$ cat src/xcvr_reset_params.svh
// Channel count, synchronizer depth and reset periods for the transceiver reset sequencer
`ifndef XCVR_RESET_PARAMS_SVH
`define XCVR_RESET_PARAMS_SVH

// **************************************************
// Structure
// **************************************************

// Channels sharing the one TX PLL
`define XRC_CHANNELS 2

// Flip-flops per status synchronizer
`define XRC_SYNC_STAGES 2

// **************************************************
// Reset periods, all in clock cycles
// **************************************************

// PLL held in powerdown after reset
`define XRC_T_PLL_POWERDOWN 8
// TX PCS reset after its last request
`define XRC_T_TX_DIGITALRESET 4
// RX PMA reset after calibration ends
`define XRC_T_RX_ANALOGRESET 4
// RX PCS reset after lock to data
`define XRC_T_RX_DIGITALRESET 12
// Digital reset release to ready
`define XRC_T_READY 3

`endif

$ cat src/xcvr_reset_pkg.sv
// Channel control, synchronized status and reset output struct types
`default_nettype none

package xcvr_reset_pkg;

  // **************************************************
  // Per-channel ports of the top level
  // **************************************************

  // One channel's inputs, 7 bits
  typedef struct packed {
    logic tx_cal_busy;         // TX calibration in progress
    logic tx_manual;           // Ignore loss of PLL lock
    logic tx_digitalreset_or;  // Force TX PCS reset
    logic rx_is_lockedtodata;  // CDR locked to incoming data
    logic rx_cal_busy;         // RX calibration in progress
    logic rx_manual;           // Ignore loss of lock to data
    logic rx_digitalreset_or;  // Force RX PCS reset
  } chan_ctrl_t;

  // One channel's outputs, 6 bits
  typedef struct packed {
    logic tx_analogreset;   // TX PMA
    logic tx_digitalreset;  // TX PCS
    logic tx_ready;         // TX out of reset
    logic rx_analogreset;   // RX PMA
    logic rx_digitalreset;  // RX PCS
    logic rx_ready;         // RX out of reset
  } chan_reset_t;

  // **************************************************
  // Status after synchronization
  // **************************************************

  typedef struct packed {
    logic cal_busy;
    logic manual;
    logic pll_locked;  // Shared PLL, retimed per channel
  } tx_status_t;

  typedef struct packed {
    logic cal_busy;      // Resets high so RX starts in analog reset
    logic lockedtodata;
    logic manual;
  } rx_status_t;

endpackage

`default_nettype wire

$ cat src/status_sync.sv
// Multi-stage synchronizer for one packed status struct with a typed reset value
`default_nettype none
`timescale 1ns/1ns
`include "xcvr_reset_params.svh"

module status_sync #(
  parameter type     status_t   = logic,
  parameter status_t init_value = status_t'(0)
) (
  input  wire          clock,
  input  wire          reset_sync,
  input  wire status_t d,          // Asynchronous status
  output status_t      q           // Retimed status
);

  // Stage 0 samples d, last stage drives q
  status_t stage [`XRC_SYNC_STAGES];

  always_ff @(posedge clock or posedge reset_sync) begin
    if (reset_sync) begin
      for (int i = 0; i < `XRC_SYNC_STAGES; i++) begin
        stage[i] <= init_value;
      end
    end else begin
      stage[0] <= d;
      for (int i = 1; i < `XRC_SYNC_STAGES; i++) begin
        stage[i] <= stage[i-1];  // Shift one stage per edge
      end
    end
  end

  assign q = stage[`XRC_SYNC_STAGES-1];

  // Unknown status would feed straight into the reset requests
  a_q_known: assert property (
    @(posedge clock) disable iff (reset_sync)
    !$isunknown(q)
  ) else $error("status_sync: q unknown after reset");

endmodule

`default_nettype wire

$ cat src/reset_counter.sv
// Timed reset generator with synchronous request and combinational override
`default_nettype none
`timescale 1ns/1ns

module reset_counter #(
  parameter int period = 4  // Cycles of busy after request drops
) (
  input  wire  clock,
  input  wire  reset_sync,
  input  wire  request,    // Synchronous reset request
  input  wire  override,   // Merged into reset_out only
  output logic reset_out,
  output logic busy        // Request or timed period in progress
);

  // **************************************************
  // Counter sizing
  // **************************************************

  localparam int cnt_w = $clog2(period + 1);
  // Value seen on the edge that ends the period
  localparam logic [cnt_w-1:0] last_count = cnt_w'(period - 1);

  logic [cnt_w-1:0] count;

  // **************************************************
  // Saturating count
  // **************************************************

  always_ff @(posedge clock or posedge reset_sync) begin
    if (reset_sync) begin
      count <= '0;
      busy  <= 1'b1;  // Start up in reset
    end else if (request) begin
      // Restart the period
      count <= '0;
      busy  <= 1'b1;
    end else if (busy) begin
      count <= count + 1'b1;
      if (count == last_count) begin
        busy <= 1'b0;  // T-th quiet edge
      end
    end
    // Idle once busy drops, count parks at period
  end

  // Override never touches busy, so downstream timers keep running
  assign reset_out = busy | override;

  // **************************************************
  // Checks
  // **************************************************

  // Busy ends only on a quiet edge that closes a full request-free period
  a_busy_full_period: assert property (
    @(posedge clock) disable iff (reset_sync)
    $fell(busy) |-> $past(!request) && $past(!request, period)
  ) else $error("reset_counter: busy ended during or too soon after a request");

endmodule

`default_nettype wire

$ cat src/tx_reset_channel.sv
// TX reset sequencing for one channel with status sync, first-lock latch and ready delay
`default_nettype none
`timescale 1ns/1ns
`include "xcvr_reset_params.svh"

module tx_reset_channel
  import xcvr_reset_pkg::*;
(
  input  wire             clock,
  input  wire             reset_sync,
  input  wire             pll_powerdown,  // From the shared PLL counter
  input  wire             pll_locked,     // Shared PLL lock, asynchronous
  input  wire chan_ctrl_t ctrl,
  output logic            tx_analogreset,
  output logic            tx_digitalreset,
  output logic            tx_ready
);

  tx_status_t tx_raw;      // Status before retiming
  tx_status_t tx_sync;
  logic       lock_latch;  // Set on first lock outside calibration
  logic       dig_request;
  logic       dig_busy;
  logic       ready_reset;

  // PMA reset tracks the PLL
  assign tx_analogreset = pll_powerdown;

  // **************************************************
  // Status synchronization
  // **************************************************

  assign tx_raw = '{cal_busy: ctrl.tx_cal_busy, manual: ctrl.tx_manual, pll_locked: pll_locked};

  status_sync #(
    .status_t   (tx_status_t),
    .init_value (tx_status_t'(0))
  ) sync_tx_status (
    .clock      (clock),
    .reset_sync (reset_sync),
    .d          (tx_raw),
    .q          (tx_sync)
  );

  // One-shot, only reset clears it
  always_ff @(posedge clock or posedge reset_sync) begin
    if (reset_sync) begin
      lock_latch <= 1'b0;
    end else if (tx_sync.pll_locked && !tx_sync.cal_busy) begin
      lock_latch <= 1'b1;
    end
  end

  // **************************************************
  // Digital reset and ready
  // **************************************************

  assign dig_request = pll_powerdown
                     | tx_sync.cal_busy
                     | ~lock_latch                             // No first lock yet
                     | (~tx_sync.pll_locked & ~tx_sync.manual); // Auto restart on lock loss

  reset_counter #(.period(`XRC_T_TX_DIGITALRESET)) counter_digital (
    .clock      (clock),
    .reset_sync (reset_sync),
    .request    (dig_request),
    .override   (ctrl.tx_digitalreset_or),
    .reset_out  (tx_digitalreset),
    .busy       (dig_busy)
  );

  // Timer restarts on busy, PCS reset masks ready at once
  reset_counter #(.period(`XRC_T_READY)) counter_ready (
    .clock      (clock),
    .reset_sync (reset_sync),
    .request    (dig_busy),
    .override   (tx_digitalreset),
    .reset_out  (ready_reset),
    .busy       ()
  );

  assign tx_ready = ~ready_reset;

  // Ready only once the PLL has locked outside calibration
  a_ready_after_lock: assert property (
    @(posedge clock) disable iff (reset_sync)
    tx_ready |-> lock_latch
  ) else $error("tx_reset_channel: tx_ready high before first lock");

endmodule

`default_nettype wire

$ cat src/rx_reset_channel.sv
// RX reset sequencing for one channel with status sync, analog, digital and ready timers
`default_nettype none
`timescale 1ns/1ns
`include "xcvr_reset_params.svh"

module rx_reset_channel
  import xcvr_reset_pkg::*;
(
  input  wire             clock,
  input  wire             reset_sync,
  input  wire chan_ctrl_t ctrl,
  output logic            rx_analogreset,
  output logic            rx_digitalreset,
  output logic            rx_ready
);

  // Calibration assumed busy until the first real sample
  localparam rx_status_t rx_sync_init = '{cal_busy: 1'b1, lockedtodata: 1'b0, manual: 1'b0};

  rx_status_t rx_raw;
  rx_status_t rx_sync;
  logic       ana_busy;
  logic       dig_request;
  logic       dig_busy;
  logic       ready_reset;

  // **************************************************
  // Status synchronization
  // **************************************************

  assign rx_raw = '{
    cal_busy:     ctrl.rx_cal_busy,
    lockedtodata: ctrl.rx_is_lockedtodata,
    manual:       ctrl.rx_manual
  };

  status_sync #(
    .status_t   (rx_status_t),
    .init_value (rx_sync_init)
  ) sync_rx_status (
    .clock      (clock),
    .reset_sync (reset_sync),
    .d          (rx_raw),
    .q          (rx_sync)
  );

  // **************************************************
  // Analog, digital and ready timers
  // **************************************************

  // PMA reset during calibration and a fixed time after
  reset_counter #(.period(`XRC_T_RX_ANALOGRESET)) counter_analog (
    .clock      (clock),
    .reset_sync (reset_sync),
    .request    (rx_sync.cal_busy),
    .override   (1'b0),
    .reset_out  (rx_analogreset),
    .busy       (ana_busy)
  );

  assign dig_request = rx_sync.cal_busy
                     | ana_busy
                     | (~rx_sync.lockedtodata & ~rx_sync.manual);  // Auto restart

  reset_counter #(.period(`XRC_T_RX_DIGITALRESET)) counter_digital (
    .clock      (clock),
    .reset_sync (reset_sync),
    .request    (dig_request),
    .override   (ctrl.rx_digitalreset_or),
    .reset_out  (rx_digitalreset),
    .busy       (dig_busy)
  );

  // Same ready scheme as TX
  reset_counter #(.period(`XRC_T_READY)) counter_ready (
    .clock      (clock),
    .reset_sync (reset_sync),
    .request    (dig_busy),
    .override   (rx_digitalreset),
    .reset_out  (ready_reset),
    .busy       ()
  );

  assign rx_ready = ~ready_reset;

  // PCS must never leave reset before the PMA
  a_analog_within_digital: assert property (
    @(posedge clock) disable iff (reset_sync)
    rx_analogreset |-> rx_digitalreset
  ) else $error("rx_reset_channel: rx_analogreset without rx_digitalreset");

endmodule

`default_nettype wire

$ cat src/xcvr_reset_control.sv
// Top level of the transceiver reset sequencer with PLL powerdown and per-channel TX and RX
`default_nettype none
`timescale 1ns/1ns
`include "xcvr_reset_params.svh"

module xcvr_reset_control
  import xcvr_reset_pkg::*;
(
  input  wire                                   clock,
  input  wire                                   reset_sync,     // Already synchronized
  input  wire                                   pll_locked,     // Shared TX PLL lock
  input  wire chan_ctrl_t  [`XRC_CHANNELS-1:0]  ctrl,
  output logic                                  pll_powerdown,
  output wire chan_reset_t [`XRC_CHANNELS-1:0]  resets
);

  // **************************************************
  // TX PLL powerdown
  // **************************************************

  // Timed from reset alone, no other request source
  reset_counter #(.period(`XRC_T_PLL_POWERDOWN)) counter_pll_powerdown (
    .clock      (clock),
    .reset_sync (reset_sync),
    .request    (1'b0),
    .override   (1'b0),
    .reset_out  (pll_powerdown),
    .busy       ()
  );

  // **************************************************
  // Per-channel sequencers
  // **************************************************

  for (genvar ch = 0; ch < `XRC_CHANNELS; ch++) begin : g_chan

    // TX side sees the PLL, powerdown doubles as PMA reset
    tx_reset_channel u_tx (
      .clock           (clock),
      .reset_sync      (reset_sync),
      .pll_powerdown   (pll_powerdown),
      .pll_locked      (pll_locked),
      .ctrl            (ctrl[ch]),
      .tx_analogreset  (resets[ch].tx_analogreset),
      .tx_digitalreset (resets[ch].tx_digitalreset),
      .tx_ready        (resets[ch].tx_ready)
    );

    // RX side independent of the PLL
    rx_reset_channel u_rx (
      .clock           (clock),
      .reset_sync      (reset_sync),
      .ctrl            (ctrl[ch]),
      .rx_analogreset  (resets[ch].rx_analogreset),
      .rx_digitalreset (resets[ch].rx_digitalreset),
      .rx_ready        (resets[ch].rx_ready)
    );

  end

endmodule

`default_nettype wire

$ cat config.mk
export PLATFORM = sky130hd
export DESIGN_NAME = xcvr_reset_control
export DESIGN_NICKNAME = d
export VERILOG_FILES = /design/src/xcvr_reset_pkg.sv /design/src/status_sync.sv /design/src/reset_counter.sv /design/src/tx_reset_channel.sv /design/src/rx_reset_channel.sv /design/src/xcvr_reset_control.sv
export VERILOG_INCLUDE_DIRS = /design/src
export SDC_FILE = /design/constraint.sdc
export NUM_CORES = 1
export LEC_CHECK = 0
export ABC_CLOCK_PERIOD_IN_PS = 2600
export BUFFER_PORTS_ARGS = -buffer_cell sky130_fd_sc_hd__buf_4
export CAP_MARGIN = 20
export CELL_PAD_IN_SITES_DETAIL_PLACEMENT = 1
export CELL_PAD_IN_SITES_GLOBAL_PLACEMENT = 1
export CORE_UTILIZATION = 50
export DETAILED_ROUTE_END_ITERATION = 6
export GPL_TIMING_DRIVEN = 0
export PLACE_DENSITY = 0.85
export SLEW_MARGIN = 20
export SYNTH_ARGS = -nofsm -noshare
export SYNTH_HDL_FRONTEND = slang
export SYNTH_SLANG_ARGS = --single-unit
$ cat constraint.sdc
create_clock -name clock -period 2.6 [get_ports clock]
set_input_delay 0.13 -clock clock [delete_from_list [all_inputs] [get_ports clock]]
set_output_delay 0.13 -clock clock [all_outputs]
set_load 0.005 [all_outputs]
# Word-level counts from Yosys, hierarchy flattened
# Cells that the tools add are included.
# word_totals
in_bits	17
word_cells	169
output_inout_bits	13
register_bits	67
# op_classes
eq_ne	11
reduce_logical	14
add_sub_neg	11
muxes	52
bitwise_logic	35
# op_table
operator	n
2-to-1 mux 1 bit	32
2-to-1 mux 3 bit	8
nonzero test 2 bit	10
OR 1 bit	18
2-to-1 mux 2 bit	8
2-to-1 mux 4 bit	4
inverter 1 bit	13
adder 3 x 1 -> 3 bit, second input constant	4
adder 4 x 1 -> 4 bit, second input constant	3
== test 3 x 2 -> 1 bit, second input constant	4
adder 2 x 1 -> 2 bit, second input constant	4
== test 2 bit, second input constant	4
== test 4 bit, second input constant	2
AND 1 bit	4
== test 4 x 3 -> 1 bit, second input constant	1
logical AND 1 bit	2
logical NOT 1 bit	2

# Logic depth before layout (Yosys ltp)
# depth
word_depth	4
mapped_depth	5
depth_no_buf	5

# Hierarchy
# Synthesis repeated with hierarchy kept, for this count alone.
# unflattened
hier_cells	255
hier_area_um2	3078.0
# by_module_without_submodules
mod	cells_each	area_per_inst_um2	instances	seq_area_each_um2
reset_counter at g_chan[0].u_rx.counter_analog ...	18	209.0	4	101.3
reset_counter at counter_pll_powerdown ...	22	271.5	3	126.4
reset_counter at g_chan[0].u_rx.counter_ready ...	13	138.9	4	76.3
status_sync at g_chan[0].u_rx.sync_rx_status ...	10	178.9	2	152.6
status_sync at g_chan[0].u_tx.sync_tx_status ...	10	176.4	2	150.1
tx_reset_channel	8	62.6	2	25.0
rx_reset_channel	4	16.3	2	0.0
xcvr_reset_control	1	3.8	1	0.0

# Worst setup path before layout
# No wires, ideal clock.
# synth_timing
kind	flip-flop to flip-flop
startpoint	register g_chan[0].u_tx.counter_digital.count[0]
endpoint	register g_chan[0].u_tx.counter_digital.count[2]
required_ns	2.528
t_arrival_ns	1.137
period_less_slack_ns	1.209
slack_ns	1.391
setup_time_ns	0.072
path_buffers	0
path_stages_with_launch	5
cell_sequence	dfrtp_1 -> ha_1 -> ha_1 -> mux2_4 -> nor2_1
# synth_via
elab_chain_cells	3
# synth_rtl
item	line	rtl
from (decl)	reset_counter.sv:24	logic [cnt_w-1:0] count;
from (signal assigned)	reset_counter.sv:39	count <= count + 1'b1;
adder 3 x 1 -> 3 bit	reset_counter.sv:39	
2-to-1 mux 3 bit	reset_counter.sv:38	end else if (busy) begin
2-to-1 mux 3 bit	reset_counter.sv:34	end else if (request) begin
# No other way between the ends. The select of a mux whose other input is x is not followed.
# A chain may end at the register's enable or synchronous reset.

# Final worst setup path
# layout_timing
startpoint	register g_chan[1].u_rx.counter_digital.busy
endpoint	output port resets[6] (netlist bit)
# layout_via
elab_chain_cells	3
# layout_rtl
item	line	rtl
from (decl)	reset_counter.sv:13	output logic busy
from (signal assigned)	reset_counter.sv:33	busy <= 1'b1;
from (signal assigned)	reset_counter.sv:37	busy <= 1'b1;
from (signal assigned)	reset_counter.sv:41	busy <= 1'b0;
OR 1 bit	reset_counter.sv:48	assign reset_out = busy | override;
net g_chan[1].u_rx.counter_digital.reset_out	reset_counter.sv:12	output logic reset_out,
OR 1 bit	reset_counter.sv:48	
inverter 1 bit	rx_reset_channel.sv:84	assign rx_ready = ~ready_reset;
to (decl)	xcvr_reset_control.sv:14	output wire chan_reset_t [`XRC_CHANNELS-1:0] resets
# The timed path passes the listed nets, and every way through them passes these cells.

==> out/qor.yml <==
p_per_area_nw_per_um2: 604
io_buffers: 29
peakVddDrop_mv: 0.503
gr-total-overflow: 0
cts-resized-gates: 0
status: "finished clean"
postSynthNetCount: 254
diodes: 0
initial_core_util_pct: 53.1
worst_slew_pin_slew_ns: 0.376
n_fill_cell: 534
fin_crit_sh_pct: 62.2
ff2ff_setup_slack_ns: 1.31
postCtsHoldBufs: 12
drive_gt1_share_pct: 31.4
period_needed_ns: 1.62
slew_headroom_pct: 75.0
cts-root-buf: "clkbuf_8"
tns_ns: 0
htree_levels: 3
hold_viol: 0
grt_pass1_wl_mm: 8.90
gr-usage-all-layers_pct: 20.6
final_nets: 307
synth_edf_count: 0
dr.pass1.iters: 5
ys_seq_elements: 67
cts.path.max_buffers: 2
async_flop_share_pct: 100
via_count: 1697
via_per_inst: 4.85
drt_iter0_drc: 67
gp_congestion: 0.701
reg2reg_from: "g_chan[0].u_tx.counter_digital.count[0]"
avgRoutedWirePerCell_um: 15.0
reg2reg_to: "g_chan[0].u_tx.counter_digital.count[2]"
clock_sinks: 67
critPathMaxFanout: 9
criticalPathCategory: "reg2out"
grt_max_degree: 40
grt_pass1_vias: 1914
synthDistinctLibCells: 27
antenna_found_initial: 0
maxCapViolCount: 0
hp-class: "in2async"
required_ns: 2.47
rsz0062_at_grt: "no"
clock.fmax_mhz: 619
core_um2: 5240
fin_skew_ns: 0.00868
cts_setup_buffers: 0
cts.reportedPaths.clkPinSlew_ns: 0.07
start_kind: "flop"
netlist_area_um2: 2780
setup_violations: 0
cts_tree: "yes"
whs_ns: 0.348
drc_errors: 0
routed_wl_mm: 5.26
synth.avg_cell_area_um2: 12.5
synth_warnings: 0
area_growth_pct: 22.0
hpwl_mm: 3.38
reg2reg_depth: 4
arrival_ns: 1.49
die_y_um: 76.6
postRouteAntennaNets: 0
cts_buffers: 9
slew_violations: 0
clk_latency_ns: 0.34
worst_setup_path_end_kind: "output port"
netlist_instances: 222
synthFlopType: "dfrtp_1"
die_w_um: 76.6
num_rows: 26
ys_seq_area_share_pct: 60.9
leakagePower_nw: 1.63
ios: 30
die_area_um2: 5870
logic make-up (layout without fill, tap and decap cells):
kind of cell	count (synthesis)	in the layout	share of synthesized area, %
fa+ha+maj	15	15	6.74
flops	67	67	60.9
buf+inv	40	98	8.18
mux	10	10	3.82
xor+xnor	17	17	5.35
compound gates	22	22	6.74
simple gates	51	51	8.23
worst max-delay path, stage by stage, from the launching register on:
cell	delay, ns
dfstp_2	0.52
buf_4	0.16
or2_1	0.15
nor2_1	0.07
buf_4	0.12
buf_4	0.12
report_power, final:
part,internal (mW),switching [mW]
registers,1.10,0.0326
clock network,0.368,0.365
logic,0.0957,0.0898
total,1.56,0.487
how the worst max path moves through the flow:
stage | start | endpoint | slack, ns | cells past startpoint
floorplan | reset_sync | counter_pll_powerdown.count[0] | 0.81 | 1
global placement | reset_sync | g_chan[0].u_rx.counter_digital.count[2] | 0.03 | 2
detailed placement | g_chan[0].u_tx.counter_digital.count[0] | g_chan[0].u_tx.counter_digital.count[2] | 1.32 | 4
CTS | g_chan[1].u_rx.counter_digital.busy | resets[6] | 0.96 | 5
global route | g_chan[1].u_rx.counter_digital.busy | resets[6] | 0.89 | 5
finish | g_chan[1].u_rx.counter_digital.busy | resets[6] | 0.98 | 5
placed cells by master, fill, tap and decap left out:
master / n
o21ai_0: 2
xor2_1: 5
mux2i_1: 8
dfstp_2: 15
a211oi_1: 4
a211oi_2: 1
o211ai_2: 1
buf_2: 2
nand2_1: 6
buf_4: 43
dlygate4sd3_1: 12
mux2_4: 1
o21ai_2: 2
a21o_1: 9
clkinv_2: 3
clkbuf_8: 10
dfrtp_1: 52
a21o_2: 1
o21a_1: 1
nor2_4: 2
o211ai_4: 1
inv_1: 20
inv_4: 1
clkbuf_1: 3
buf_6: 3
mux2_2: 1
xnor2_1: 12
ha_1: 15
nor2_1: 34
nand4_1: 3
or2_1: 4
buf_12: 1
nand2b_1: 2
cell type report:
cell class                 count  area, µm²  area share (%)
inverter                      21       81.3            2.40
tap                           70       87.6            2.58
timing repair buffer          42        358            10.5
multi-input combinational    115        860            25.3
clock inverter                 3       15.0           0.442
buffer                        19        149            4.39
sequential                    67       1700            49.9
clock buffer                  13        149            4.39
metal layers:
layer	part of all wire, %	vias up	GRT usage, %
met5	0	-	0
met4	1.3	0	10.4
met3	1.9	8	4.43
met2	57	29	39.5
met1	40	861	20.6
li1	-	799	-
synth_stat cells (4+ instances only):
cell	n	share of area, %
a211oi_1	4	1.1
a21o_1	9	2.4
buf_4	14	3.8
dfrtp_1	52	47
dfstp_2	15	14
ha_1	15	6.7
inv_1	21	2.8
mux2i_1	8	2.9
nand2_1	6	0.81
nor2_1	34	4.6
or2_1	4	0.90
xnor2_1	12	3.8
xor2_1	5	1.6
registers in the layout (all words and copies together) (netlist names):
signal	count
counter_pll_powerdown.busy	1
counter_pll_powerdown.count	4
g_chan.u_rx.counter_analog.busy	2
g_chan.u_rx.counter_analog.count	6
g_chan.u_rx.counter_digital.busy	2
g_chan.u_rx.counter_digital.count	8
g_chan.u_rx.counter_ready.busy	2
g_chan.u_rx.counter_ready.count	4
g_chan.u_rx.sync_rx_status.q	6
g_chan.u_rx.sync_rx_status.stage	6
g_chan.u_tx.counter_digital.busy	2
g_chan.u_tx.counter_digital.count	6
g_chan.u_tx.counter_ready.busy	2
g_chan.u_tx.counter_ready.count	4
g_chan.u_tx.lock_latch	2
g_chan.u_tx.sync_tx_status.q	5
g_chan.u_tx.sync_tx_status.stage	5
stage by stage:
stage | total power, mW | setup WS, ns | instances | cell area (µm²) | utilization, %
after CTS | 2.08 | 0.957 | 350 | 3390 | 64.8
after floorplan | 1.25 | 0.812 | 222 | 2780 | -
after global placement | 1.30 | 0.0308 | 321 | 3090 | 59.0
after global routing | 2.15 | 0.893 | 350 | 3390 | 64.8
after detailed placement | 1.32 | 1.32 | 322 | 3110 | 59.4
final | 2.05 | 0.983 | 350 | 3390 | 64.8
Power figures use the tool's default switching activity.
